## src/hdl/popeye_cfg.svh

```systemverilog
// Main board sizes

`ifndef POPEYE_CFG_SVH
`define POPEYE_CFG_SVH

//////////////////////////////////////////////////////////////////////
// Bus and memory widths
//////////////////////////////////////////////////////////////////////

`define POPEYE_DW       8   // Z80 data bus
`define POPEYE_ROM_AW   15  // 32 KB program space
`define POPEYE_RAM_AW   11  // 2 KB work RAM

//////////////////////////////////////////////////////////////////////
// Memory depths
//////////////////////////////////////////////////////////////////////

// Derived from the widths above
`define POPEYE_ROM_DEPTH (1 << `POPEYE_ROM_AW)
`define POPEYE_RAM_DEPTH (1 << `POPEYE_RAM_AW)

`endif
```

## src/hdl/popeye_pkg.sv

```systemverilog
// Main board bus types

`default_nettype none

`include "popeye_cfg.svh"

package popeye_pkg;

    typedef logic [15:0]                 addr_t;     // CPU address, raw or descrambled
    typedef logic [`POPEYE_DW-1:0]       data_t;     // One bus byte
    typedef logic [`POPEYE_ROM_AW-1:0]   rom_addr_t; // ROM index
    typedef logic [`POPEYE_RAM_AW-1:0]   ram_addr_t; // Work RAM index

    // Bus as it leaves the CPU pins, address still scrambled
    typedef struct packed {
        addr_t addr;
        data_t wdata;
        logic  rd_n;
        logic  wr_n;
        logic  mreq_n;
        logic  iorq_n;
    } cpu_bus_t;

    // ROM download port
    typedef struct packed {
        rom_addr_t addr;
        data_t     data;
        logic      we;
    } prog_wr_t;

    // Decoded chip selects, all active high
    typedef struct packed {
        logic rom;
        logic ram;
        logic vid;
        logic bg;
        logic prot;
        logic io_rd;
        logic io_wr;
    } chip_sel_t;

    // Bus after the board wiring
    typedef struct packed {
        addr_t addr;   // Logical address
        data_t wdata;
        logic  rd_n;
        logic  wr_n;
    } dec_bus_t;

endpackage

`default_nettype wire

```

## src/hdl/main_decoder.sv

```systemverilog
// Address wiring and chip select decode

`timescale 1ns/1ps
`default_nettype none

module main_decoder (
    input  wire                   clk,
    input  wire                   rst_n,
    input  wire                   cen,
    input  popeye_pkg::cpu_bus_t  bus,
    input  wire                   dma_cs,     // DMA grabs work RAM
    output popeye_pkg::dec_bus_t  dbus,
    output popeye_pkg::chip_sel_t sel,
    output logic                  bg_wr_n     // To background board
);
    import popeye_pkg::*;

    addr_t la;          // Logical address
    logic  bg_l;        // Background select, one cen late
    logic  mreq;
    logic  iorq;

    assign mreq = ~bus.mreq_n;
    assign iorq = ~bus.iorq_n;

    //////////////////////////////////////////////////////////////////////
    // Board address wiring
    //////////////////////////////////////////////////////////////////////

    assign la[2:0]   = ~bus.addr[2:0];
    assign la[3]     = ~bus.addr[4];
    assign la[4]     = ~bus.addr[5];
    assign la[5]     = ~bus.addr[9];
    assign la[6]     = bus.addr[3];          // Plain lines from here
    assign la[7]     = bus.addr[6];
    assign la[8]     = bus.addr[7];
    assign la[9]     = bus.addr[8];
    assign la[15:10] = bus.addr[15:10];      // Untouched top

    assign dbus.addr  = la;
    assign dbus.wdata = bus.wdata;
    assign dbus.rd_n  = bus.rd_n;
    assign dbus.wr_n  = bus.wr_n;

    //////////////////////////////////////////////////////////////////////
    // Memory map and I/O strobes
    //////////////////////////////////////////////////////////////////////

    always_comb begin
        sel = '0;
        case (la[15:13])
            3'b100:  sel.ram  = (mreq | dma_cs) & ~la[11]; // Upper 2 KB mirror is open
            3'b101:  sel.vid  = mreq;
            3'b110:  sel.bg   = mreq;
            3'b111:  sel.prot = 1'b1;
            default: sel.rom  = 1'b1;                      // 0000-7FFF
        endcase
        sel.io_rd = iorq & ~bus.rd_n;
        sel.io_wr = iorq & ~bus.wr_n;
    end

    // Background strobe stretched by one cen
    always_ff @(posedge clk or negedge rst_n) begin
        if (!rst_n) begin
            bg_l <= 1'b0;
        end else if (cen) begin
            bg_l <= sel.bg;
        end
    end

    assign bg_wr_n = ~(sel.bg | bg_l);

    // Memory and I/O cycles never overlap on the Z80 bus
    a_mem_io_excl : assert property (@(posedge clk) disable iff (!rst_n)
        !(mreq && iorq));

endmodule

`default_nettype wire

```

## config.mk

```make
export PLATFORM = sky130hd
export DESIGN_NAME = main_decoder
export DESIGN_NICKNAME = d
export VERILOG_FILES = /design/src/hdl/popeye_pkg.sv /design/src/hdl/main_decoder.sv
export VERILOG_INCLUDE_DIRS = /design/src /design/src/hdl
export SDC_FILE = /design/constraint.sdc
export NUM_CORES = 1
export LEC_CHECK = 0
export ABC_AREA = 1
export BUFFER_PORTS_ARGS = -buffer_cell sky130_fd_sc_hd__buf_4
export CAP_MARGIN = 15
export CORE_AREA = 2 2 39 41
export CTS_BUF_LIST = sky130_fd_sc_hd__clkbuf_8
export DETAILED_ROUTE_END_ITERATION = 7
export DIE_AREA = 0 0 41 43
export PLACE_DENSITY = 0.74
export SLEW_MARGIN = 30
export SYNTH_ARGS = -nofsm -noshare
export SYNTH_HDL_FRONTEND = slang
export SYNTH_SLANG_ARGS = --single-unit
export TNS_END_PERCENT = 10
```

## constraint.sdc

```tcl
create_clock -name clk -period 0.95 [get_ports clk]
set_clock_uncertainty 0.15 [all_clocks]
set_input_delay 0.0475 -clock clk [delete_from_list [all_inputs] [get_ports clk]]
set_output_delay 0.0475 -clock clk [all_outputs]
set_load 0.02 [all_outputs]
```

==> impl_summary.txt, run 1 <==
----------------------------------------------------
[Die]
  Die Span X ... 41 um
  Number of placed I/O pins ... 66
  Number of placement rows ... 14
  Vertical die dimension ... 43 um
  Effective utilization at floorplan ... 20.8%
  Die Outline Area ... 1760 um^2
  Core box area ... 1380 um^2

[Drt]
  Detailed-route wire length on metal 1 ... between 200 and 300 um
  Met2 wire len ... 433 um
  Via density per instance ... 4.02
  Violation count after the first detailed-routing iteration ... 1
  TritonRoute pass-1 iters ... 2
  Wire length reported by the detailed router ... about 940 um
  DR WL/cell ... 9.82 um
  DR top layer ... met3
  Routed met3 length ... 244 um
  Count of unresolved DRC violations after routing ... 0
  Vias after detailed routing ... 386
  Antenna Violating Nets Remaining ... 0

[Yosys]
  EDFF count, synth ... 0
  Cell area after synthesis ... 288 um^2
  Main flop type after synthesis ... sky130_fd_sc_hd__dfrtp_1
  Yosys cell types ... 10
  Synth area leaders ... sky130_fd_sc_hd__buf_4 52%, sky130_fd_sc_hd__inv_1 16%, sky130_fd_sc_hd__dfrtp_1 8.7%
  Synth top area share ... 52.2%
  Mapped Nets ... 80
  Count of yosys warnings during synthesis ... 0
  Most frequent cells after synthesis ... 20 x sky130_fd_sc_hd__buf_4, 12 x sky130_fd_sc_hd__inv_1, 6 x sky130_fd_sc_hd__nor2_1
  Post-Syn Instances ... 48
  Leading area contributor after synthesis ... sky130_fd_sc_hd__buf_4
  FFs w/ async S/R, synth ... 100%
  Post-synthesis sequential area ratio ... 8.70%
  Most common cell in the netlist ... sky130_fd_sc_hd__buf_4
  Post-synthesis register bit count ... 1
  Avg Inst Size Synth ... between 5 and 6 um^2

[Finish]
  Area of the multi-input gates ... 67.6 um^2
  Proportion of layout cells with a drive suffix above 1 ... between 40% and 50%
  Area taken by flip-flops and latches ... 25.0 um^2
  Post-synthesis to final-layout area growth ... 103%
  Post-route design area ... between 500 and 600 um^2
  Biggest regs ... bg_l x1
  Antenna diode count ... 0
  Fin nets ... 114
  Register with the highest flop count ... bg_l
  Number of flip-flops under the largest register name ... 1
  Number of fill cells in the layout ... between 150 and 200

[Clock tree]
  Source-to-sink clock delay at the later pin of the worst-skew pair ... 0 ns
  Setup bufs post-CTS ... 0
  Clock transition time at the flip-flop clock pins of the worst setup and hold paths ... 0 ns

[Timing]
  Transition time at the pin with the least slew margin ... between 0.2 and 0.25 ns
  Final Max Slew Viols ... 0
  Aggregate negative setup slack ... 0 ns
  Maximum frequency from static timing analysis ... 1120 MHz
  Setup repair after global routing missed its margin ... no
  Hold Fails Final Rpt ... 0
  Min cycle time layout ... 0.897 ns
  Relative max-transition margin ... 85.3%
  Period Utilization, post-route ... 94.4%
  Number of failing setup endpoints in the final timing report ... 0

[Min path]
  Hold path startpoint ... cen
  Class of the tightest hold or removal check ... in -> reg
  Endpoint, Worst Hold ... bg_l
  Hold path cells ... 3

[Critical path]
  Buffers and inverters on the worst path ... 1
  Critical Path RT ... ~0.75 ns
  Cell count of the worst reg-to-reg path ... 2
  Delay of the slowest cell on the worst path ... 0.65 ns
  Slowest-stage cell, CP ... sky130_fd_sc_hd__dlygate4sd3_1
  Type of origin of the critical path ... input pin
  Ordered cell list for the critical path ... dlygate4sd3_1
  FF-to-FF setup slack ... about 0.21 ns
  End of the worst register-to-register path ... bg_l
  Top fanout value on the critical path ... 1
  Worst setup EP type ... output pin
  Worst EP arrival ... 0.70 ns
  Start-to-end type of the worst setup path ... in -> out
  Delay-heaviest family, CP ... buffers and inverters
  Reg-to-Reg Start ... bg_l

[Power and ir drop]
  Switching power ... 155 uW
  Power per unit of standard cell area ... 590 nW/um^2
  Internal power summed over all cells ... 191 uW
  Net Sw Frac ... between 40% and 50%
  Leakage power summed over all cells ... 0.351 nW
  Max VDD drop ... roughly 300 uV
  Sequential share of power ... 13.2%
  Gate power share ... 86.8%
  Clock share of power ... 0%

[Place]
  Area post-placement ... approximately 440 um^2
  Count of buffers from port buffering ... 37
  Final HPWL from detailed placement ... 748 um
  Routability congestion estimate ... just under 0.5

[Run status]
  Outcome ... complete, no violations

[Global route]
  Pin count of the biggest net entering global routing ... 6
  Grt total ovfl ... 0
  Vias in the first global route ... 307
  Initial antenna violation count ... 0
  Overall global routing resource usage ... approximately 9%
  Global-route wire length before repair ... 1.14 mm

[Flow run]
  Max-cap violation count ... 0

----------------------------------------------------
-- cell usage in the layout, fill, tap and decap left out, drive strengths merged --
cell type / n
o21ai: 1
nor2: 6
inv: 12
nand3: 1
dfrtp: 1
dlygate4sd3: 15
buf: 37
nor3: 2
a21oi: 1
nand2: 4
-- power groups by stage --
| stage | clock network (mW) | logic (mW) | registers, mW |
|---|---|---|---|
| after CTS | 0 | 0.303 | 0.0456 |
| after global routing | 0 | 0.321 | 0.0456 |
| after floorplan | 0 | 0.184 | 0.0455 |
| final | 0 | 0.300 | 0.0456 |
| after detailed placement | 0 | 0.209 | 0.0456 |
| after global placement | 0 | 0.205 | 0.0455 |
-- worst max-delay path by stage --
stage | startpoint | to | cells after the start
final | bus[11] | dbus[9] | 1
after global placement | bg_l | bg_wr_n | 2
after global routing | bus[9] | dbus[7] | 1
after floorplan | bg_l | bg_wr_n | 1
after detailed placement | bus[27] | bg_wr_n | 5
after CTS | bus[22] | dbus[20] | 1
-- through the flow --
step	util [%]	hold WS, ns	total power [mW]	setup WS, ns	std cells
final	42.3	0.146	0.346	0.0534	96
after global routing	42.3	0.155	0.367	0.0390	96
after CTS	42.3	0.146	0.348	0.0528	96
after detailed placement	31.5	-0.326	0.255	0.111	81
after global placement	31.5	-0.327	0.250	0.120	81
after floorplan	-	-0.398	0.230	0.0512	48
-- logic make-up after synthesis --
family	synth area share, %
buffers and inverters	67.8
and+or+nand+nor	20.0
AOI/OAI and AO/OA	3.47
DFF	8.69
-- final cells by class --
cell class / instances / share of cell area (%)
multi-input combinational: 15 / 11.5
sequential: 1 / 4.27
tap: 16 / 3.42
timing repair buffer: 52 / 73.1
inverter: 12 / 7.69
-- routing by layer --
metal / up-vias / global-route usage (%)
met5: - / 0
met4: 0 / 0
met3: 0 / 1.05
met2: 48 / 19.7
met1: 157 / 7.96
li1: 181 / -
-- what timing repair did --
action | in CTS | in global routing
hold buffers | 15 | 0
endpoints found under the hold margin | 15 | 0
gates resized for setup | 0 | 0
(Power assumes the default switching activity.)
==> run 2: changes to the inputs <==
Settings changed: RECOVER_POWER from default to 25.
==> impl_summary.txt, run 2 (same netlist as run 1, synthesis figures left out) <==
----------------------------------------------------
[Global route]
  Global-route wire length before repair ... 1.14 mm
  Pin count of the biggest net entering global routing ... 6
  Initial antenna violation count ... 0
  Grt total ovfl ... 0
  Vias in the first global route ... around 310
  Overall global routing resource usage ... 9.01%

[Critical path]
  Crit path depth ... 1
  Ordered cell list for the critical path ... dlygate4sd3_1
  Worst EP arrival ... about 0.70 ns
  Type of origin of the critical path ... input pin
  End of the worst register-to-register path ... bg_l
  Delay of the slowest cell on the worst path ... 0.65 ns
  Delay-heaviest family, CP ... buffers and inverters
  Buffers and inverters on the worst path ... 1
  Worst setup EP type ... output pin
  Slowest-stage cell, CP ... sky130_fd_sc_hd__dlygate4sd3_1
  Reg-to-Reg Start ... bg_l
  Cell count of the worst reg-to-reg path ... 2
  Start-to-end type of the worst setup path ... in -> out
  Critical Path RT ... 0.75 ns
  FF-to-FF setup slack ... 0.21 ns
  Top fanout value on the critical path ... 1

[Drt]
  TritonRoute pass-1 iters ... 2
  Via density per instance ... 4.05
  Vias after detailed routing ... 389
  Violation count after the first detailed-routing iteration ... 1
  Wire length reported by the detailed router ... 955 um
  DR WL/cell ... 9.95 um
  Antenna Violating Nets Remaining ... 0
  Count of unresolved DRC violations after routing ... 0

[Finish]
  Antenna diode count ... 0
  Fin nets ... 114
  Most common library cell in the layout ignoring fill and taps ... sky130_fd_sc_hd__buf_4
  Most used cells in the layout excluding fill and tap cells ... 28 x sky130_fd_sc_hd__buf_4, 15 x sky130_fd_sc_hd__dlygate4sd3_1, 12 x sky130_fd_sc_hd__inv_1
  Register with the highest flop count ... bg_l
  Number of flip-flops under the largest register name ... 1
  Post-synthesis to final-layout area growth ... 91.7%
  Proportion of layout cells with a drive suffix above 1 ... 36.3%
  Biggest regs ... bg_l x1

[Clock tree]
  Clock transition time at the flip-flop clock pins of the worst setup and hold paths ... 0 ns
  Source-to-sink clock delay at the later pin of the worst-skew pair ... 0 ns

[Die]
  Effective utilization at floorplan ... 20.8%
  Number of placement rows ... 14
  Number of placed I/O pins ... 66
  Die Span X ... 41 um
  Vertical die dimension ... 43 um
  Core box area ... around 1400 um^2
  Die Outline Area ... 1760 um^2

[Timing]
  Min cycle time layout ... around 0.9 ns
  Transition time at the pin with the least slew margin ... 0.272 ns
  Final Max Slew Viols ... 0
  Number of failing setup endpoints in the final timing report ... 0
  Setup repair after global routing missed its margin ... no
  Hold Fails Final Rpt ... 0
  Aggregate negative setup slack ... 0 ns
  Maximum frequency from static timing analysis ... 1120 MHz
  Period Utilization, post-route ... 94.4%
  Relative max-transition margin ... between 80 and 90%

[Min path]
  Endpoint, Worst Hold ... bg_l
  Class of the tightest hold or removal check ... in -> reg
  Hold path cells ... 3
  Hold path startpoint ... cen

[Run status]
  Outcome ... complete, no violations

[Place]
  Routability congestion estimate ... 0.497
  Count of buffers from port buffering ... 37
  Final HPWL from detailed placement ... 748 um

[Power and ir drop]
  Power Total ... 329 uW
  Max VDD drop ... 294 uV
  Leakage power summed over all cells ... 0.319 nW
  Power per unit of standard cell area ... 597 nW/um^2

[Flow run]
  Max-cap violation count ... 0

----------------------------------------------------
==> run 2: through the flow <==
step	instances	cell area [um^2]	setup WS [ns]	util [%]	hold slack, ns
finish	96	552	0.0534	39.9	0.146
global route	96	552	0.0390	39.9	0.155
CTS	96	586	0.0528	42.3	0.146
detailed placement	81	435	0.111	31.5	-0.326
global placement	81	435	0.120	31.5	-0.327
floorplan	48	288	0.0512	-	-0.398
==> run 2: final cells by class <==
type,count,area [um^2]
fill,158,832
timing repair buffer,52,394
multi-input combinational,15,67.6
inverter,12,45.0
sequential,1,25.0
tap,16,20.0
==> run 2: metal layers <==
metal	vias up	GRT usage, %	part of all wire [%]
met4	0	0	0
li1	181	-	-
met3	0	1.05	25
met1	160	7.96	30
met5	-	0	0
met2	48	19.7	45
==> run 2: how the worst max path moves through the flow <==
stage / from / end / slack, ns
floorplan: bg_l / bg_wr_n / 0.05
global placement: bg_l / bg_wr_n / 0.12
detailed placement: bus[27] / bg_wr_n / 0.11
CTS: bus[22] / dbus[20] / 0.05
global route: bus[9] / dbus[7] / 0.04
finish: bus[11] / dbus[9] / 0.05
==> run 2: repair_timing <==
| item | CTS | global route |
|---|---|---|
| hold endpoints to repair | 15 | 0 |
| setup buffers | 0 | 0 |
| gates resized for setup | 0 | 0 |
| hold buffers | 15 | 0 |
==> run 2: power by group <==
group | internal, mW | leakage (nW) | switching (mW)
registers | 0.0449 | 0.0137 | 0.000757
logic | 0.129 | 0.305 | 0.154
clock network | 0 | 0 | 0
total | 0.174 | 0.319 | 0.155
