<file path="src/hdl/popeye_cfg.svh">
// Main board sizes

`ifndef POPEYE_CFG_SVH
`define POPEYE_CFG_SVH

//////////////////////////////////////////////////////////////////////
// Bus and memory widths
//////////////////////////////////////////////////////////////////////

`define POPEYE_DW       8   // Z80 data bus
`define POPEYE_ROM_AW   15  // 32 KB program space
`define POPEYE_RAM_AW   11  // 2 KB work RAM

//////////////////////////////////////////////////////////////////////
// Memory depths
//////////////////////////////////////////////////////////////////////

// Derived from the widths above
`define POPEYE_ROM_DEPTH (1 << `POPEYE_ROM_AW)
`define POPEYE_RAM_DEPTH (1 << `POPEYE_RAM_AW)

`endif
</file>
<file path="src/hdl/popeye_pkg.sv">
// Main board bus types

`default_nettype none

`include "popeye_cfg.svh"

package popeye_pkg;

    typedef logic [15:0]                 addr_t;     // CPU address, raw or descrambled
    typedef logic [`POPEYE_DW-1:0]       data_t;     // One bus byte
    typedef logic [`POPEYE_ROM_AW-1:0]   rom_addr_t; // ROM index
    typedef logic [`POPEYE_RAM_AW-1:0]   ram_addr_t; // Work RAM index

    // Bus as it leaves the CPU pins, address still scrambled
    typedef struct packed {
        addr_t addr;
        data_t wdata;
        logic  rd_n;
        logic  wr_n;
        logic  mreq_n;
        logic  iorq_n;
    } cpu_bus_t;

    // ROM download port
    typedef struct packed {
        rom_addr_t addr;
        data_t     data;
        logic      we;
    } prog_wr_t;

    // Decoded chip selects, all active high
    typedef struct packed {
        logic rom;
        logic ram;
        logic vid;
        logic bg;
        logic prot;
        logic io_rd;
        logic io_wr;
    } chip_sel_t;

    // Bus after the board wiring
    typedef struct packed {
        addr_t addr;   // Logical address
        data_t wdata;
        logic  rd_n;
        logic  wr_n;
    } dec_bus_t;

endpackage

`default_nettype wire

</file>
<file path="src/hdl/cabinet_io.sv">
// Cabinet inputs, DIP switches and output latch

`timescale 1ns/1ps
`default_nettype none

module cabinet_io (
    input  wire                  clk,
    input  wire                  rst_n,
    input  wire                  cen,
    input  popeye_pkg::dec_bus_t dbus,
    input  wire                  io_rd,
    input  wire                  io_wr,
    input  wire  [4:0]           joy1,      // All cabinet inputs active low
    input  wire  [4:0]           joy2,
    input  wire  [1:0]           start,
    input  wire                  coin,
    input  wire                  service,
    input  wire  [3:0]           dip_sw1,
    input  wire  [7:0]           dip_sw2,
    output popeye_pkg::data_t    rdata,
    output logic                 flip
);
    import popeye_pkg::*;

    logic [3:0] out_latch;  // Sound chip port A on the real board
    logic [2:0] dip_col;
    data_t      dip_byte;
    data_t      sys_byte;
    data_t      p1_byte;
    data_t      p2_byte;

    //////////////////////////////////////////////////////////////////////
    // Output latch
    //////////////////////////////////////////////////////////////////////

    always_ff @(posedge clk or negedge rst_n) begin
        if (!rst_n) begin
            out_latch <= '0;
        end else if (cen && io_wr && dbus.addr[0]) begin
            out_latch <= dbus.wdata[3:0];
        end
    end

    assign flip    = out_latch[0];
    assign dip_col = out_latch[3:1];    // DIP column for bit 7

    //////////////////////////////////////////////////////////////////////
    // Input bytes
    //////////////////////////////////////////////////////////////////////

    assign dip_byte = {dip_sw2[dip_col], 3'b000, dip_sw1};
    assign sys_byte = {coin, service, 2'b11, start, 2'b11};
    // Up and down swap places on the connector
    assign p2_byte  = {3'b111, joy2[4], joy2[2], joy2[3], joy2[1:0]};
    assign p1_byte  = {3'b111, joy1[4], joy1[2], joy1[3], joy1[1:0]};

    always_comb begin
        rdata = 8'hff;      // Open bus reads high
        if (io_rd) begin
            case (dbus.addr[1:0])
                2'd0:    rdata = dip_byte;
                2'd1:    rdata = sys_byte;
                2'd2:    rdata = p2_byte;
                default: rdata = p1_byte;
            endcase
        end
    end

endmodule

`default_nettype wire

</file>
<file path="config.mk">
export PLATFORM = sky130hd
export DESIGN_NAME = cabinet_io
export DESIGN_NICKNAME = d
export VERILOG_FILES = /design/src/hdl/popeye_pkg.sv /design/src/hdl/cabinet_io.sv
export VERILOG_INCLUDE_DIRS = /design/src /design/src/hdl
export SDC_FILE = /design/constraint.sdc
export NUM_CORES = 1
export LEC_CHECK = 0
export BUFFER_PORTS_ARGS = -buffer_cell sky130_fd_sc_hd__buf_2
export CAP_MARGIN = 20
export CORE_MARGIN = 1
export CORE_UTILIZATION = 28
export CTS_CLUSTER_DIAMETER = 50
export DETAILED_ROUTE_END_ITERATION = 12
export PLACE_DENSITY = 0.93
export RECOVER_POWER = 50
export SLEW_MARGIN = 40
export SYNTH_ARGS = -nofsm -noshare
export SYNTH_HDL_FRONTEND = slang
export SYNTH_SLANG_ARGS = --single-unit
</file>
<file path="constraint.sdc">
create_clock -name clk -period 1.8 [get_ports clk]
set_input_delay 0.09 -clock clk [delete_from_list [all_inputs] [get_ports clk]]
set_output_delay 0.09 -clock clk [all_outputs]
set_load 0.02 [all_outputs]
</file>
==> results of run 1 <==
-- cell families (layout without fill, tap and decap cells) --
kind of cell / Yosys count / in the layout / share of synthesized area [%]
buffers and inverters: 2 / 49 / 4.10
and+or+nand+nor: 13 / 13 / 21.1
DFF: 4 / 4 / 25.2
AOI/OAI and AO/OA: 6 / 6 / 8.83
muxes: 11 / 11 / 40.7
-- per-stage QoR --
stage / instance area (um2) / total power (W) / worst slack [ns]
after CTS: 657 / 0.000400 / 0.195
after global routing: 654 / 0.000416 / 0.141
after global placement: 624 / 0.000272 / 0.501
after floorplan: 397 / 0.000217 / 0.572
after detailed placement: 624 / 0.000281 / 0.454
final: 654 / 0.000391 / 0.210
-- area by class of cell --
class / instances / area (um2)
clock buffer: 3 / 22.5
fill: 130 / 647
multi-input combinational: 30 / 280
sequential: 4 / 100
tap: 15 / 18.8
timing repair buffer: 46 / 233
-- Yosys cell counts --
cell type  count  share of area (%)
mux2_2         8                 23
dfrtp_1        4                 25
nand2_1        4                3.8
nand2b_1       3                4.7
a31oi_1        2                3.2
mux4_2         2                 11
nand3b_1       2                3.8
o22ai_1        2                3.2
a21oi_1        1                1.3
and3b_1        1                2.2
buf_2          1                1.3
buf_6          1                2.8
mux4_1         1                6.6
nand3_1        1                1.3
nor4bb_1       1                2.5
o21ai_0        1                1.3
or3b_4         1                2.8
-- critical path, stage by stage, from the launching register on --
cell,delay [ns]
dfrtp_1,0.42
mux4_2,0.53
nand2b_1,0.09
a31oi_1,0.06
buf_2,0.17
-- cells in the final DEF, fill, tap and decap left out --
cell,Yosys,final
buf_2,1,43
mux2_1,0,1
o21ai_0,1,1
a31oi_1,2,2
nand2b_1,3,3
mux4_1,1,1
clkbuf_1,0,2
dfrtp_1,4,4
and3b_1,1,1
nand3_1,1,1
a21oi_1,1,1
nor4bb_1,1,1
mux2_2,8,7
clkbuf_4,0,3
or3b_4,1,1
nand2_1,4,4
o22ai_1,2,2
dlygate4sd3_1,0,1
nand3b_1,2,2
mux4_2,2,2
-- metal layers --
| layer | vias up | part of all wire (%) | GRT usage, % |
|---|---|---|---|
| met5 | - | 0 | 0 |
| met4 | 0 | 0 | 12.9 |
| met3 | 0 | 6.8 | 3.98 |
| met2 | 25 | 59 | 32.4 |
| met1 | 213 | 34 | 15.6 |
| li1 | 235 | - | - |
-- power groups by stage --
stage,registers (W),clock network [W],logic (W)
after floorplan,0.000127,0,0.0000899
after global placement,0.000123,0,0.000149
after detailed placement,0.000126,0,0.000155
after CTS,0.000125,0.000119,0.000157
after global routing,0.000127,0.000117,0.000171
final,0.000124,0.000112,0.000155
-- path summary, 6_finish.rpt --
path                                          start                        to  cells after the start
setup reg to reg           out_latch[3]$_DFFE_PN0P_  out_latch[3]$_DFFE_PN0P_                      1
min in group asynchronous                     rst_n  out_latch[2]$_DFFE_PN0P_                      2
hold / removal                              dbus[3]  out_latch[1]$_DFFE_PN0P_                      2
hold reg to reg            out_latch[0]$_DFFE_PN0P_  out_latch[0]$_DFFE_PN0P_                      1
max in group asynchronous                     rst_n  out_latch[3]$_DFFE_PN0P_                      2
setup / recovery           out_latch[1]$_DFFE_PN0P_                  rdata[7]                      4
==> results.toml, run 1 <==
[clock_network]
ctsResizeCount = 0
clock_sinks = 4
clock_latency_ns = 0.23
cts_tree = "yes"
postCtsSetupBuffers = 0
cts.htree.levels = 1
path_clk_slew_ns = 0.04
clk_root_buffer_cell = "clkbuf_4"
cts_hold_buffers = 1
numCtsBuffers = 3
clockBufferDepth = 2

[final_layout]
syn2layout_area_growth_pct = 65.0
layout-drive-gt1-share_pct = 67.5
largest_reg_flops = 4
top_register = "out_latch"
diodes = 0
top_regs = "out_latch: 4 flops"
post-route-util_pct = 50.3
fin_nets = 142
final_cells = 98

[placement]
io_buffers = 45
place_inst = 94
place.gp.congestion = 0.663

[power]
p_seq_share_pct = 31.8
swShare_pct = 30.3
p_int_w = 0.000273
p_per_area_nw_per_um2 = 598
p_sw_w = 0.000118
leakage_nw = 0.324
p_comb_share_pct = 39.7
clkPwrFrac_pct = 28.5
ir_drop_v = 0.000307

[sta]
setup_violations = 0
relSlewSlack_pct = 64.4
tightest_slew_ns = 0.534
hold_viol_final = 0
rsz0062_at_grt = "no"
fmax_mhz = 629
timing.hold.ws_ns = 0.0848
finalClockSkew_ns = 0
final_max_slew_viol_count = 0
tns_ns = 0
finalCritPeriodShare_pct = 88.4
finalCriticalPeriod_ns = 1.59

[grt]
grt_max_degree = 12
grt_pass1_vias = 428
grt.total_usage_pct = 17.3
grt_pass1_wl_mm = 1.71
antenna_found_initial = 0
grt_overflow = 0

[critical_path]
worstSetupEndpointType = "output pin"
cp_max_fo = 4
critPathRequiredTime_ns = 1.71
path_class = "register to output pin"
cp-start-kind = "register"
r2r_setup_slack_ns = 0.95
cp_data_arrival_time_ns = 1.50

[synthesis]
syn_avg_cell_area_um2 = 11.0
syn_nets = 93
netlist_area_um2 = 397
yosysUniqueCellTypes = 17
synth_warnings = 0
ys_seq_area_share_pct = 25.2
synth-seq-cells = 4
synthCells = 36

[drt]
post_drt_wl_per_cell_um = 12.3
first_iter_violations = 2
vias_per_cell = 4.83
postRouteAntennaNets = 0
finalWirelength_mm = 1.21
drc = 0
first_pass_iters = 2
via_count = 473

[floorplan]
coreArea_um2 = 1300
chipHeight_um = 39.6
ios = 66
die_w_um = 39.6
dieArea_um2 = 1570
initial_utilization_pct = 30.5
rows = 13

[run]
cap_violations = 0

[hold_path]
hp-class = "input port to register"

[outcome]
status = "complete, no violations"
Power figures use the tool's default switching activity.
==> run 2: changes to the inputs <==
CORE_UTILIZATION = 26   (was 28)
PLACE_DENSITY = 0.88   (was 0.93)
clock period = 1.7 ns   (was 1.8 ns; I/O delays follow)
==> run 2 against run 1 <==
  * Clock-buffer cell count unchanged
  * Clock skew stayed put
  * Sequential power is 6% higher
  * Non-clock buffer count did not move
  * Register-to-register slack worse by 0.07 ns
  * Largest cell class unchanged
==> results.toml, run 2 (same netlist as run 1, synthesis figures left out) <==
[outcome]
status = "complete, no violations"

[placement]
place.gp.congestion = 0.638
place_inst = 94
io_buffers = 45

[clock_network]
path_clk_slew_ns = 0.04
clockBufferDepth = 2
numCtsBuffers = 3
clk_root_buffer_cell = "clkbuf_4"
ctsResizeCount = 0
cts.htree.levels = 1
clock_latency_ns = 0.24
clock_sinks = 4
cts_tree = "yes"

[sta]
finalClockSkew_ns = 0
tns_ns = 0
rsz0062_at_grt = "no"
hold_viol_final = 0
setup_violations = 0
fmax_mhz = 637
relSlewSlack_pct = 66.8
final_max_slew_viol_count = 0
tightest_slew_ns = 0.498
finalCritPeriodShare_pct = 92.4
finalCriticalPeriod_ns = 1.57

[final_layout]
fin_nets = 142
syn2layout_area_growth_pct = 65.0
layout_common_cells = "43 x buf_2, 8 x mux2_2, 4 x nand2_1, 4 x dfrtp_1"
largest_reg_flops = 4
final_common_cell = "buf_2"
top_register = "out_latch"
layout-drive-gt1-share_pct = 68.7
diodes = 0
top_regs = "out_latch: 4 flops"
post-route-util_pct = 47.9
final_cells = 98

[power]
total_power_w = 0.000416
leakage_nw = 0.325
p_per_area_nw_per_um2 = 636
ir_drop_v = 0.000414

[drt]
post_drt_wl_per_cell_um = 11.6
postRouteAntennaNets = 0
finalWirelength_mm = 1.14
via_count = 476
first_pass_iters = 2
first_iter_violations = 5
drc = 0
vias_per_cell = 4.86

[grt]
grt_max_degree = 12
antenna_found_initial = 0
grt.total_usage_pct = 14.3
grt_pass1_vias = 388
grt_overflow = 0
grt_pass1_wl_mm = 1.54

[critical_path]
path_cells = "mux4_2 -> nand2b_1 -> a31oi_1 -> buf_2"
path_class = "register to output pin"
critPathLaunch = "out_latch[1]$_DFFE_PN0P_"
cp-start-kind = "register"
critPathRequiredTime_ns = 1.62
r2r_start = "out_latch[1]$_DFFE_PN0P_"
cp_data_arrival_time_ns = 1.49
cp_max_fo = 4
worstSetupEndpointType = "output pin"
cp.buffers_inverters = 1
cp_slowest_cell = "mux4_2"
path_delay_family = "multiplexers"
critPathMaxStageDelay_ns = 0.52

[run]
cap_violations = 0

[floorplan]
chipHeight_um = 41.1
initial_utilization_pct = 29.0
coreArea_um2 = 1370
rows = 13
dieArea_um2 = 1690
ios = 66
die_w_um = 41.1

[hold_path]
hp-class = "input port to register"
worstHoldStart = "dbus[4]"
==> run 2: final timing paths <==
path | endpoint | slack (ns) | cells after the start
worst min-delay path | out_latch[2]$_DFFE_PN0P_ | 0.09 | 2
min in group asynchronous | out_latch[0]$_DFFE_PN0P_ | 0.23 | 2
max in group asynchronous | out_latch[3]$_DFFE_PN0P_ | 1.28 | 2
worst max register to register | out_latch[1]$_DFFE_PN0P_ | 0.88 | 1
worst min register to register | out_latch[0]$_DFFE_PN0P_ | 0.52 | 1
worst max-delay path | rdata[7] | 0.13 | 4
==> run 2: metal layers <==
layer,up-vias,GRT usage [%],share of wire (%)
met3,0,1.63,7.7
li1,240,-,-
met5,-,0,0
met2,28,24.2,54
met1,208,15.7,38
met4,0,11.7,0
==> run 2: layout make-up <==
cell class,count,area [um2]
Fill cell,146,712
Multi-Input combinational cell,30,280
Timing Repair Buffer,46,233
Sequential cell,4,100
Clock buffer,3,22.5
Tap cell,15,18.8
==> run 2: per-stage QoR <==
stage	hold WS, ns	instance area (um2)	setup slack [ns]
3_3_place_gp	-0.110	624	0.403
2_1_floorplan	-0.211	397	0.477
5_1_grt	0.0824	654	0.0646
4_1_cts	0.0746	657	0.118
6_report	0.0857	654	0.130
3_5_place_dp	-0.105	624	0.374
==> run 2: repair_timing <==
action,in CTS,in global routing
setup buffers,0,0
hold buffers,1,0
endpoints found under the hold margin,4,0
==> run 2: power by group <==
group / switching [W] / total, W / internal [W]
logic: 0.0000677 / 0.000165 / 0.0000969
registers: 0.0000179 / 0.000132 / 0.000114
clock network: 0.0000408 / 0.000120 / 0.0000791
total: 0.000126 / 0.000416 / 0.000290
==> run 3: changes to the inputs <==
==> constraint.sdc (replaced) <==
create_clock -name clk -period 1.7 [get_ports clk]
set_input_delay 0.255 -clock clk [delete_from_list [all_inputs] [get_ports clk]]
set_output_delay 0.255 -clock clk [all_outputs]
set_load 0.02 [all_outputs]
==> run 3 against run 2 <==
  * The run now ends with setup timing left
  * Clock-buffer cell count unchanged
  * Final area up 2.3%
  * Worst setup slack worse by 0.14 ns
  * Total power up 1.9%
==> results.toml, run 3 (same netlist as run 1, synthesis figures left out) <==
[sta]
fmax_mhz = 586
tightest_slew_ns = 0.310
final_max_slew_viol_count = 0
final.setup.worst_slack_ns = -0.00790
finalCritPeriodShare_pct = 100
finalCriticalPeriod_ns = 1.71
relSlewSlack_pct = 79.4
rsz0062_at_grt = "yes"
finalClockSkew_ns = 0
hold_viol_final = 0
setup_violations = 1

[critical_path]
cp-start-kind = "register"
path_cells = "mux4_2 -> nand2b_1 -> a31oi_1 -> buf_2"
cp.buffers_inverters = 1
critPathMaxStageDelay_ns = 0.51
critPathRequiredTime_ns = 1.44
cp.depth = 4
r2r_setup_slack_ns = 0.77
cp_max_fo = 3
path_delay_family = "multiplexers"
cp_slowest_cell = "mux4_2"
path_class = "register to output pin"
cp_data_arrival_time_ns = 1.45
reg2regPathDepth = 2
worstSetupEndpointType = "output pin"
r2r_start = "out_latch[1]$_DFFE_PN0P_"
reg2reg_to = "out_latch[1]$_DFFE_PN0P_"

[power]
leakage_nw = 0.334
p_per_area_nw_per_um2 = 634
ir_drop_v = 0.000407

[clock_network]
numCtsBuffers = 3
clock_sinks = 4
cts_tree = "yes"
clk_root_buffer_cell = "clkbuf_4"
clock_latency_ns = 0.24
clockBufferDepth = 2
path_clk_slew_ns = 0.04
cts.htree.levels = 1

[floorplan]
chipHeight_um = 41.1
ios = 66
rows = 13
dieArea_um2 = 1690
coreArea_um2 = 1370
die_w_um = 41.1
initial_utilization_pct = 29.0

[drt]
via_count = 486
vias_per_cell = 4.86
postRouteAntennaNets = 0
post_drt_wl_per_cell_um = 11.5
drc = 0
finalWirelength_mm = 1.15
first_pass_iters = 4
first_iter_violations = 6

[run]
cap_violations = 0

[grt]
antenna_found_initial = 0
grt_pass1_wl_mm = 1.57
grt.total_usage_pct = 14.6
grt_max_degree = 11
grt_pass1_vias = 407
grt_overflow = 0

[hold_path]
hold_end = "out_latch[3]$_DFFE_PN0P_"
worstHoldStart = "dbus[5]"
hp-class = "input port to register"
hold_depth = 2

[placement]
place.gp.congestion = 0.644
dpl-instance-area_um2 = 632
io_buffers = 45
dpl.hpwl_um = 955
place_ws_ns = 0.177

[final_layout]
largest_reg_flops = 4
top_regs = "out_latch: 4 flops"
syn2layout_area_growth_pct = 68.8
post-route-util_pct = 49.0
diodes = 0
top_register = "out_latch"
final_common_cell = "buf_2"
fin_nets = 144
layout-drive-gt1-share_pct = 69.4
design_area_um2 = 669
layout_common_cells = "43 x buf_2, 8 x mux2_2, 4 x nand2_1, 4 x dfrtp_1"

[outcome]
status = "complete, but fails checks"
violations = "setup timing"
[run 3: worst register-to-register path: stages (launching register included)]
cell     delay (ns)
dfrtp_1        0.41
buf_4          0.16
mux2_2         0.25
[run 3: layout make-up]
type	instances	area, um2
Fill cell	140	697
Multi-Input combinational cell	30	280
Timing Repair Buffer	48	248
Sequential cell	4	100
Clock buffer	3	22.5
Tap cell	15	18.8
[run 3: routing by layer]
| layer | part of all wire [%] | GRT usage (%) |
|---|---|---|
| met5 | 0 | 0 |
| met4 | 0.70 | 13.3 |
| met3 | 7.3 | 1.63 |
| met2 | 54 | 24.6 |
| met1 | 38 | 15.7 |
[run 3: worst max path at each step]
stage                                  start       end
global placement                    dbus[10]  rdata[2]
global route        out_latch[1]$_DFFE_PN0P_  rdata[7]
detailed placement                  dbus[10]  rdata[2]
floorplan                           dbus[11]  rdata[7]
finish              out_latch[1]$_DFFE_PN0P_  rdata[7]
CTS                 out_latch[1]$_DFFE_PN0P_  rdata[7]
[run 3: power breakdown]
part           switching, W  internal (W)  total, W
Sequential        0.0000173      0.000114  0.000131
Clock             0.0000399     0.0000790  0.000119
Combinational     0.0000704      0.000104  0.000174
Total              0.000128      0.000297  0.000424
[run 3: per-stage QoR]
step	power, W	cells	TNS (ns)	hold slack (ns)
finish	0.000424	100	-0.00790	0.255
global route	0.000453	100	-0.118	0.249
CTS	0.000433	100	-0.0183	0.246
detailed placement	0.000299	95	0	0.0639
global placement	0.000290	95	0	0.0595
floorplan	0.000229	36	0	-0.0406
[run 3: timing repair]
action                                  CTS  global route
hold buffers                              1             0
gates resized for setup                   0             0
pin swaps                                 0             0
endpoints found under the hold margin     4             0
endpoints found under the setup margin    1             1
setup buffers                             1             0
