## src/hdl/popeye_cfg.svh

```systemverilog
// Main board sizes

`ifndef POPEYE_CFG_SVH
`define POPEYE_CFG_SVH

//////////////////////////////////////////////////////////////////////
// Bus and memory widths
//////////////////////////////////////////////////////////////////////

`define POPEYE_DW       8   // Z80 data bus
`define POPEYE_ROM_AW   15  // 32 KB program space
`define POPEYE_RAM_AW   11  // 2 KB work RAM

//////////////////////////////////////////////////////////////////////
// Memory depths
//////////////////////////////////////////////////////////////////////

// Derived from the widths above
`define POPEYE_ROM_DEPTH (1 << `POPEYE_ROM_AW)
`define POPEYE_RAM_DEPTH (1 << `POPEYE_RAM_AW)

`endif
```

## src/hdl/popeye_pkg.sv

```systemverilog
// Main board bus types

`default_nettype none

`include "popeye_cfg.svh"

package popeye_pkg;

    typedef logic [15:0]                 addr_t;     // CPU address, raw or descrambled
    typedef logic [`POPEYE_DW-1:0]       data_t;     // One bus byte
    typedef logic [`POPEYE_ROM_AW-1:0]   rom_addr_t; // ROM index
    typedef logic [`POPEYE_RAM_AW-1:0]   ram_addr_t; // Work RAM index

    // Bus as it leaves the CPU pins, address still scrambled
    typedef struct packed {
        addr_t addr;
        data_t wdata;
        logic  rd_n;
        logic  wr_n;
        logic  mreq_n;
        logic  iorq_n;
    } cpu_bus_t;

    // ROM download port
    typedef struct packed {
        rom_addr_t addr;
        data_t     data;
        logic      we;
    } prog_wr_t;

    // Decoded chip selects, all active high
    typedef struct packed {
        logic rom;
        logic ram;
        logic vid;
        logic bg;
        logic prot;
        logic io_rd;
        logic io_wr;
    } chip_sel_t;

    // Bus after the board wiring
    typedef struct packed {
        addr_t addr;   // Logical address
        data_t wdata;
        logic  rd_n;
        logic  wr_n;
    } dec_bus_t;

endpackage

`default_nettype wire

```

## src/hdl/prot_chip.sv

```systemverilog
// Protection chip

`timescale 1ns/1ps
`default_nettype none

module prot_chip (
    input  wire               clk,
    input  wire               rst_n,
    input  wire               cen,
    input  wire               a0,       // Logical A0 picks the register
    input  popeye_pkg::data_t wdata,
    input  wire               wr,
    input  wire               rd,
    output popeye_pkg::data_t rdata
);
    import popeye_pkg::*;

    data_t       cur;       // Last byte written
    data_t       prev;      // The one before it
    logic [2:0]  cnt;       // Shift count
    logic [15:0] cat;
    logic [15:0] cat_sh;

    //////////////////////////////////////////////////////////////////////
    // Write side
    //////////////////////////////////////////////////////////////////////

    always_ff @(posedge clk or negedge rst_n) begin
        if (!rst_n) begin
            cur  <= '0;
            prev <= '0;
            cnt  <= '0;
        end else if (cen && wr) begin
            if (a0) begin
                prev <= cur;        // Byte pair moves along
                cur  <= wdata;
            end else begin
                cnt <= wdata[2:0];
            end
        end
    end

    //////////////////////////////////////////////////////////////////////
    // Read side
    //////////////////////////////////////////////////////////////////////

    assign cat    = {cur, prev};
    assign cat_sh = cat << cnt;

    always_comb begin
        rdata = '0;
        if (rd) begin
            rdata = a0 ? (prev ^ cur) : cat_sh[15:8];
        end
    end

    // CPU never reads and writes in one cycle
    a_no_rd_wr : assert property (@(posedge clk) disable iff (!rst_n)
        !(wr && rd));

endmodule

`default_nettype wire

```

## config.mk

```make
export PLATFORM = sky130hd
export DESIGN_NAME = prot_chip
export DESIGN_NICKNAME = d
export VERILOG_FILES = /design/src/hdl/popeye_pkg.sv /design/src/hdl/prot_chip.sv
export VERILOG_INCLUDE_DIRS = /design/src /design/src/hdl
export SDC_FILE = /design/constraint.sdc
export NUM_CORES = 1
export LEC_CHECK = 0
export ABC_AREA = 0
export BUFFER_PORTS_ARGS = -buffer_cell sky130_fd_sc_hd__buf_2
export CORE_MARGIN = 3
export CORE_UTILIZATION = 49
export DETAILED_ROUTE_END_ITERATION = 8
export PLACE_DENSITY = 0.74
export SKIP_LAST_GASP = 1
export SLEW_MARGIN = 20
export SYNTH_ARGS = -nofsm -noshare
export SYNTH_HDL_FRONTEND = slang
export SYNTH_SLANG_ARGS = --single-unit
```

## constraint.sdc

```tcl
create_clock -name clk -period 1.9 [get_ports clk]
set_clock_uncertainty 0.2 [all_clocks]
set_input_delay 0.095 -clock clk [delete_from_list [all_inputs] [get_ports clk]]
set_output_delay 0.095 -clock clk [all_outputs]
set_load 0.01 [all_outputs]
```

==> results of run 1 <==
## logic make-up after synthesis
| group | synth area share |
|---|---|
| flops | 0.373 |
| simple gates | 0.0334 |
| mux | 0.447 |
| buf+inv | 0.0285 |
| compound gates | 0.0628 |
| xor+xnor | 0.0550 |
## sequential cells by signal, summed over array words and instances, names as in the netlist
signal  cells
prev        8
cnt         3
cur         8
## cells in the final DEF, fill, tap and decap left out, drive strengths merged
cell type    count
nand3b           1
mux4             8
nand3            1
nand2            8
xnor2            8
clkbuf           5
dlygate4sd3      9
dfrtp           19
o211a            8
buf             27
mux2            32
## worst max-delay path by stage
stage | depth (start not counted) | end | start
finish | 5 | rdata[3] | cnt[1]$_DFFE_PN0P_
global route | 5 | rdata[1] | cnt[1]$_DFFE_PN0P_
CTS | 5 | rdata[3] | cnt[1]$_DFFE_PN0P_
detailed placement | 5 | rdata[3] | cnt[1]$_DFFE_PN0P_
global placement | 5 | rdata[7] | cnt[1]$_DFFE_PN0P_
floorplan | 4 | rdata[7] | cnt[1]$_DFFE_PN0P_
## what timing repair did
action | in CTS | in global routing
endpoints found under the hold margin | 30 | 0
resized for setup | 0 | 5
setup endpoints to repair | 8 | 8
cloned | 0 | 1
hold buffers | 9 | 0
## layout make-up
type | count | share of cell area
multi-input cells | 66 | 0.488
clock buffers | 4 | 0.0165
well taps | 28 | 0.0220
flip-flops and latches | 19 | 0.299
repair buffers | 37 | 0.174
## stage by stage
step / utilization / setup TNS (ns) / setup WS [ns] / hold WS [ns] / power, mW
after CTS: 0.664 / -3.70 / -0.489 / 0.0525 / 1.62
after global routing: 0.681 / -4.22 / -0.536 / 0.0601 / 1.77
final: 0.681 / -3.79 / -0.493 / 0.0379 / 1.68
after floorplan: - / 0 / 0.0100 / -0.401 / 1.19
after global placement: 0.614 / -0.715 / -0.116 / -0.155 / 1.37
after detailed placement: 0.614 / -0.841 / -0.132 / -0.139 / 1.40
## power breakdown
| part | switching, mW | total, mW | internal [mW] |
|---|---|---|---|
| logic | 0.286 | 0.821 | 0.534 |
| clock network | 0.133 | 0.214 | 0.0819 |
| registers | 0.141 | 0.644 | 0.503 |
## worst max-delay path: cells and delay by family (launching register included)
family | cells | cell delay [ns]
mux | 2 | 0.80
flops | 1 | 0.47
buf+inv | 2 | 0.29
compound gates | 1 | 0.23
## metal layers
layer,vias up,GRT usage,share of wire
li1,412,-,-
met1,456,0.235,0.46
met2,24,0.261,0.50
met3,4,0.0317,0.033
met4,0,0.0596,0.011
met5,-,0,0
==> metrics.md, run 1 <==
| Metric | Value |
|---|---|
| Status | `finished with violations` |
| Violations in the final reports | `setup timing` |
| Worst r2r path cells | `1` |
| Multi-input gate area | `778 um2` |
| CP cell instances | `buf_12 -> mux2_4 -> mux4_2 -> o211a_1 -> buf_2` |
| Vias in the first global route | `887` |
| Worst Setup End Kind | `output port` |
| Gate Count Post-Synth | `92` |
| Register clock-pin slew on the reported worst setup and hold paths | `0.12 ns` |
| Die Ht | `57.0 um` |
| Placed cells | `140` |
| RR Startpoint | `cnt[0]$_DFFE_PN0P_` |
| Initial antenna violation count | `0` |
| Port bufs | `21` |
| Seq/Total Area, Yosys | `0.373` |
| Critical path required time | `1.60 ns` |
| Clock Latency Late Sink | `0.31 ns` |
| Unique masters post-synth | `13` |
| Synth top cells by count | `mux2_2, dfrtp_1` |
| Async SR Flop Fraction | `1.00` |
| Largest net degree at the start of global routing | `20` |
| Design area | `1590 um2` |
| Drt first pass iters | `4` |
| Dpl cell area | `1440 um2` |
| Core Rows | `17` |
| Hold WC Path Type | `input pin to async pin` |
| R2r endpoint | `cnt[0]$_DFFE_PN0P_` |
| PD cells | `1050 nW/um2` |
| Fillers | `174` |
| Worst-margin pin slew | `0.457 ns` |
| Total track usage | `0.168` |
| Largest area contributor in the netlist | `dfrtp_1` |
| Max Fclk | `0.418 GHz` |
| Global-route wire length before repair | `4210 um` |
| Synth Net Count | `106` |
| Root buffer cell | `clkbuf_4` |
| Final worst path period need | `2.39 ns` |
| Register area | `477 um2` |
| Hpwl dp | `1920 um` |
| Fin cells | `154` |
| Num ports | `22` |
| Total grt overflow | `0` |
| Crit path launch type | `register` |
| Diodes inserted | `0` |
| Via count | `896` |
| Count leader, synth | `mux2_2` |
| Maxcap violations | `0` |
| CTS tree | `built` |
| Syn-to-layout area delta | `25.0%` |
| Post-synth EDFFs | `0` |
| Period utilisation layout | `1.26` |
| Max VDD drop | `0.000657 V` |
| Clk sink count | `19` |
| Routed WL per cell | `18.3 um` |
| Worst Path Class, Setup | `register to output port` |
| Post-Syn Area | `1270 um2` |
| Nets | `141` |
| Syn_area_per_cell | `13.9 um2` |
| Initial drt markers | `29` |
| Clock buffer depth | `2` |
| Headroom to the max-slew limit | `0.696` |
| Routed vias/inst | `5.82` |
| Core Region | `2340 um2` |
| Most used DFF post-synth | `dfrtp_1` |
| Antenna-violating nets left | `0` |
| CP max FO | `7` |
| Initial Util | `0.545` |
| Final setup violating endpoints | `8` |
| RSZ-0062 raised after global routing | `true` |
| Slew Limit Fails | `0` |
| Arrival @ worst endpoint | `2.10 ns` |
| Synth top area cells | `dfrtp_1, mux2_2, mux4_2, mux2_4, o211a_1` |
| DRC Markers | `0` |
| Synth warn | `0` |
| CTS buffer count | `3` |
| Max stage delay on crit path | `0.47 ns` |
| Count of final hold-check violations | `0` |
| Die ar. | `3250 um2` |
| Post-synth top area share | `0.373` |
| Die width | `57.0 um` |
| Post-CTS Setup Inserts | `0` |
| WL final | `2820 um` |
| Reg2reg setup slack | `0.69 ns` |
| Flops & latches, synth | `19` |
| H-tree depth | `1` |
| Layout cell share with drive strength beyond 1 | `0.571` |
| GPL Wtd Cong | `0.918` |
| Worst path slowest cell | `dfrtp_2` |
| Final WS setup | `-0.493 ns` |
| Leakage power | `0.765 nW` |
Note: power is estimated with default switching activity, not from simulation.
==> run 2: changes to the inputs <==
GPL_TIMING_DRIVEN = 0   (was not set)
==> metrics.md, run 2 (synthesis gave the netlist of run 1 again) <==
| Metric | Value |
|---|---|
| Core Rows | `17` |
| Hpwl dp | `1920 um` |
| Fin cells | `152` |
| Commonest cells after routing, fill and taps aside | `mux2_2, buf_2, dfrtp_1` |
| Drt first pass iters | `4` |
| DRC Markers | `0` |
| Num ports | `22` |
| Status | `finished with violations` |
| Syn-to-layout area delta | `20.9%` |
| PD cells | `1040 nW/um2` |
| Final worst path period need | `2.34 ns` |
| Root buffer cell | `clkbuf_4` |
| Total grt overflow | `0` |
| Register area | `477 um2` |
| Nets | `139` |
| WL final | `2580 um` |
| Final Power | `1.60 mW` |
| Reg2reg setup slack | `0.71 ns` |
| Die ar. | `3250 um2` |
| Placed cells | `139` |
| Commonest non-fill, non-tap cell in the layout | `mux2_2` |
| CP max FO | `10` |
| Total track usage | `0.175` |
| Routed vias/inst | `5.78` |
| Vias in the first global route | `943` |
| Maxcap violations | `0` |
| Die width | `57.0 um` |
| Antenna-violating nets left | `0` |
| Diodes inserted | `0` |
| Slew Limit Fails | `0` |
| CTS buffer count | `3` |
| Largest registers | `cur (8), prev (8), cnt (3)` |
| Dpl cell area | `1410 um2` |
| H-tree depth | `1` |
| Crit path launch type | `register` |
| Initial drt markers | `42` |
| Leakage power | `0.730 nW` |
| Die Ht | `57.0 um` |
| RSZ-0062 raised after global routing | `true` |
| Register clock-pin slew on the reported worst setup and hold paths | `0.10 ns` |
| Worst Setup End Kind | `output port` |
| Design area | `1540 um2` |
| Worst Path Class, Setup | `register to output port` |
| Violations in the final reports | `setup timing` |
| Layout cell share with drive strength beyond 1 | `0.548` |
| Fillers | `200` |
| Largest net degree at the start of global routing | `20` |
| Clock Latency Late Sink | `0.29 ns` |
| Core Region | `2340 um2` |
| Dpl ws | `-0.189 ns` |
| CTS tree | `built` |
| Max VDD drop | `0.000594 V` |
| Setup TNS | `-3.38 ns` |
| Routed WL per cell | `17.0 um` |
| Worst-margin pin slew | `0.413 ns` |
| Port bufs | `19` |
| Max Fclk | `0.428 GHz` |
| Initial Util | `0.545` |
| Arrival @ worst endpoint | `2.04 ns` |
| Clk sink count | `19` |
| Critical path required time | `1.60 ns` |
| Count of final hold-check violations | `0` |
| Final setup violating endpoints | `8` |
| Clock buffer depth | `2` |
| GPL Wtd Cong | `0.981` |
| Via count | `878` |
| Multi-input gate area | `771 um2` |
| Initial antenna violation count | `0` |
| Headroom to the max-slew limit | `0.725` |
| Hold WC Path Type | `input pin to async pin` |
| Period utilisation layout | `1.23` |
| Final WS setup | `-0.439 ns` |
| Global-route wire length before repair | `4500 um` |
## run 2: worst paths after layout
check | start | cells past startpoint | endpoint
worst max-delay path | cnt[1]$_DFFE_PN0P_ | 5 | rdata[2]
worst min-delay path | rst_n | 2 | cur[6]$_DFFE_PN0P_
worst max register to register | cnt[1]$_DFFE_PN0P_ | 2 | cnt[1]$_DFFE_PN0P_
worst min register to register | prev[0]$_DFFE_PN0P_ | 1 | prev[0]$_DFFE_PN0P_
max in group asynchronous | rst_n | 2 | cnt[1]$_DFFE_PN0P_
min in group clk | cen | 3 | cnt[0]$_DFFE_PN0P_
## run 2: where the power goes
group / switching, mW / total [mW] / internal, mW
sequential: 0.140 / 0.643 / 0.503
combinational: 0.261 / 0.754 / 0.494
clock: 0.117 / 0.198 / 0.0815
total: 0.518 / 1.60 / 1.08
## run 2: area by class of cell
type | count | share of cell area
multi-input cells | 66 | 0.500
clock buffers | 4 | 0.0170
repair buffers | 30 | 0.130
plain buffers | 5 | 0.0211
flip-flops and latches | 19 | 0.309
well taps | 28 | 0.0227
## run 2: per-layer routing
metal	share of wire	global-route usage
met5	0	0
met4	0.0066	0.0430
met3	0.063	0.0339
met2	0.49	0.300
met1	0.44	0.228
## run 2: critical path, stage by stage (launching register included)
cell and delay, ns:
dfrtp_2 0.45, buf_8 0.16, mux2_4 0.31, mux4_2 0.48
o211a_1 0.22, buf_2 0.13
## run 2: stage by stage
step            util  hold WS (ns)
3_5_place_dp   0.601        -0.148
6_report       0.659        0.0604
5_1_grt        0.659        0.0814
2_1_floorplan      -        -0.401
4_1_cts        0.659        0.0651
3_3_place_gp   0.601        -0.155
## run 2: what timing repair did
action | in CTS | in global routing
setup buffers | 1 | 1
endpoints found under the hold margin | 30 | 0
cloned | 0 | 0
hold buffers | 9 | 0
pin swaps | 0 | 0
setup endpoints to repair | 8 | 8
resized for setup | 4 | 0
==> run 3: changes to the inputs <==
==> constraint.sdc (replaced) <==
create_clock -name clk -period 1.9 [get_ports clk]
set_clock_uncertainty 0.2 [all_clocks]
set_input_delay 0.38 -clock clk [delete_from_list [all_inputs] [get_ports clk]]
set_output_delay 0.38 -clock clk [all_outputs]
set_load 0.01 [all_outputs]
==> metrics.md, run 3 (synthesis gave the netlist of run 1 again) <==
| Metric | Value |
|---|---|
| Via count | `828` |
| Worst Setup SP | `cnt[1]$_DFFE_PN0P_` |
| Core Region | `2340 um2` |
| Period utilisation layout | `1.39` |
| Global-route wire length before repair | `4280 um` |
| Hold WC Path Type | `input pin to register` |
| Register clock-pin slew on the reported worst setup and hold paths | `0.10 ns` |
| Root buffer cell | `clkbuf_4` |
| Sw Share | `0.326` |
| RSZ-0062 raised after global routing | `true` |
| Diodes inserted | `0` |
| Layout cell share with drive strength beyond 1 | `0.583` |
| Largest registers | `cur (8), prev (8), cnt (3)` |
| Routed WL per cell | `16.8 um` |
| Headroom to the max-slew limit | `0.720` |
| Worst r2r path cells | `2` |
| RR Startpoint | `cnt[1]$_DFFE_PN0P_` |
| Maxcap violations | `0` |
| Hpwl dp | `1860 um` |
| Worst Path Class, Setup | `register to output port` |
| Largest net degree at the start of global routing | `20` |
| PD cells | `1080 nW/um2` |
| Reg power frac | `0.406` |
| Final WS setup | `-0.745 ns` |
| Dpl cell area | `1410 um2` |
| R2r endpoint | `cnt[1]$_DFFE_PN0P_` |
| Status | `finished with violations` |
| Pint | `1.07 mW` |
| Reg2reg setup slack | `0.70 ns` |
| Commonest cells after routing, fill and taps aside | `mux2_2, buf_2, dfrtp_1` |
| Final setup violating endpoints | `8` |
| Die Ht | `57.0 um` |
| Die width | `57.0 um` |
| Violations in the final reports | `setup timing` |
| Final worst path period need | `2.65 ns` |
| Core Rows | `17` |
| Commonest non-fill, non-tap cell in the layout | `mux2_2` |
| Max Fclk | `0.378 GHz` |
| Max stage delay on crit path | `0.49 ns` |
| Max VDD drop | `0.000584 V` |
| Buf+Inv Stages, Crit Path | `2` |
| Comb pwr share | `0.467` |
| H-tree depth | `1` |
| Port bufs | `19` |
| Design area | `1460 um2` |
| WL final | `2410 um` |
| Drt first pass iters | `4` |
| CTS buffer count | `3` |
| Die ar. | `3250 um2` |
| Worst path slowest cell | `mux4_2` |
| Worst-margin pin slew | `0.420 ns` |
| Dpl ws | `-0.471 ns` |
| Placed cells | `139` |
| Initial drt markers | `34` |
| Clock power share | `0.127` |
| Worst path depth | `5` |
| Routed vias/inst | `5.79` |
| DRC Markers | `0` |
| Slew Limit Fails | `0` |
| Fin cells | `143` |
| Clk sink count | `19` |
| Num ports | `22` |
| Count of final hold-check violations | `0` |
| CTS tree | `built` |
| Delay-heaviest family, CP | `multiplexers` |
| Initial antenna violation count | `0` |
| CP cell instances | `buf_8 -> mux2_4 -> mux4_2 -> o211a_1 -> buf_2` |
| Worst Setup EP | `rdata[1]` |
| Worst Setup End Kind | `output port` |
| CP max FO | `10` |
| Arrival @ worst endpoint | `2.07 ns` |
| Syn-to-layout area delta | `14.7%` |
| GPL Wtd Cong | `0.981` |
| Leakage power | `0.692 nW` |
| Crit path launch type | `register` |
| Total track usage | `0.167` |
| Total grt overflow | `0` |
| Antenna-violating nets left | `0` |
| NetSw | `0.517 mW` |
| Vias in the first global route | `885` |
| Critical path required time | `1.32 ns` |
| Initial Util | `0.545` |
| Clock buffer depth | `2` |
| Clock Latency Late Sink | `0.29 ns` |
| Nets | `130` |
run 3: cell count changes in the layout (fill, tap and decap cells not counted):
cell	delta
dlygate4sd3_1	-8
buf_4	-2
mux2_2	+1
mux2_4	-1
buf_12	+1
run 3: routing by layer:
metal / vias to the layer above / track usage / part of all wire
met5: - / 0 / 0
met4: 0 / 0.0397 / 0.015
met3: 4 / 0.0294 / 0.052
met2: 29 / 0.251 / 0.46
met1: 403 / 0.250 / 0.47
li1: 392 / - / -
run 3: power groups by stage:
stage / sequential, mW / clock [mW] / combinational, mW
finish: 0.644 / 0.201 / 0.740
global route: 0.669 / 0.234 / 0.798
CTS: 0.613 / 0.204 / 0.764
global placement: 0.615 / 0 / 0.724
detailed placement: 0.623 / 0 / 0.738
floorplan: 0.592 / 0 / 0.600
run 3: worst reg2reg max path, stage by stage (launching register included):
cell     delay [ns]
dfrtp_2        0.46
buf_8          0.16
mux2_2         0.27
run 3: through the flow:
step                      total power, mW  TNS (ns)  hold WS [ns]   util
after floorplan                      1.19     -2.10        -0.116      -
after global placement               1.34     -3.36         0.132  0.601
final                                1.59     -5.72         0.111  0.625
after CTS                            1.58     -5.58         0.109  0.625
after detailed placement             1.36     -3.57         0.137  0.601
after global routing                 1.70     -6.25         0.105  0.625
run 3: layout make-up:
| class | count | area [um2] |
|---|---|---|
| Clock buffer | 4 | 26.3 |
| Sequential cell | 19 | 477 |
| Tap cell | 28 | 35.0 |
| Buffer | 5 | 32.5 |
| Multi-Input combinational cell | 66 | 767 |
| Timing Repair Buffer | 21 | 125 |
| Fill cell | 189 | 877 |
run 3: timing repair:
item / CTS / global route
resized for setup: 1 / 2
buffers inserted: 1 / 0
hold buffers: 1 / 0
endpoints found under the hold margin: 19 / 0
endpoints found under the setup margin: 8 / 8
run 3: worst min-delay path by stage:
stage	startpoint	end	slack [ns]	cells after the start
floorplan	rst_n	cnt[0]$_DFFE_PN0P_	-0.12	0
detailed placement	rst_n	cnt[1]$_DFFE_PN0P_	0.14	1
CTS	wdata[6]	cur[6]$_DFFE_PN0P_	0.11	2
finish	wdata[4]	cur[4]$_DFFE_PN0P_	0.11	2
global route	wdata[3]	cur[3]$_DFFE_PN0P_	0.10	2
global placement	rst_n	prev[1]$_DFFE_PN0P_	0.13	1
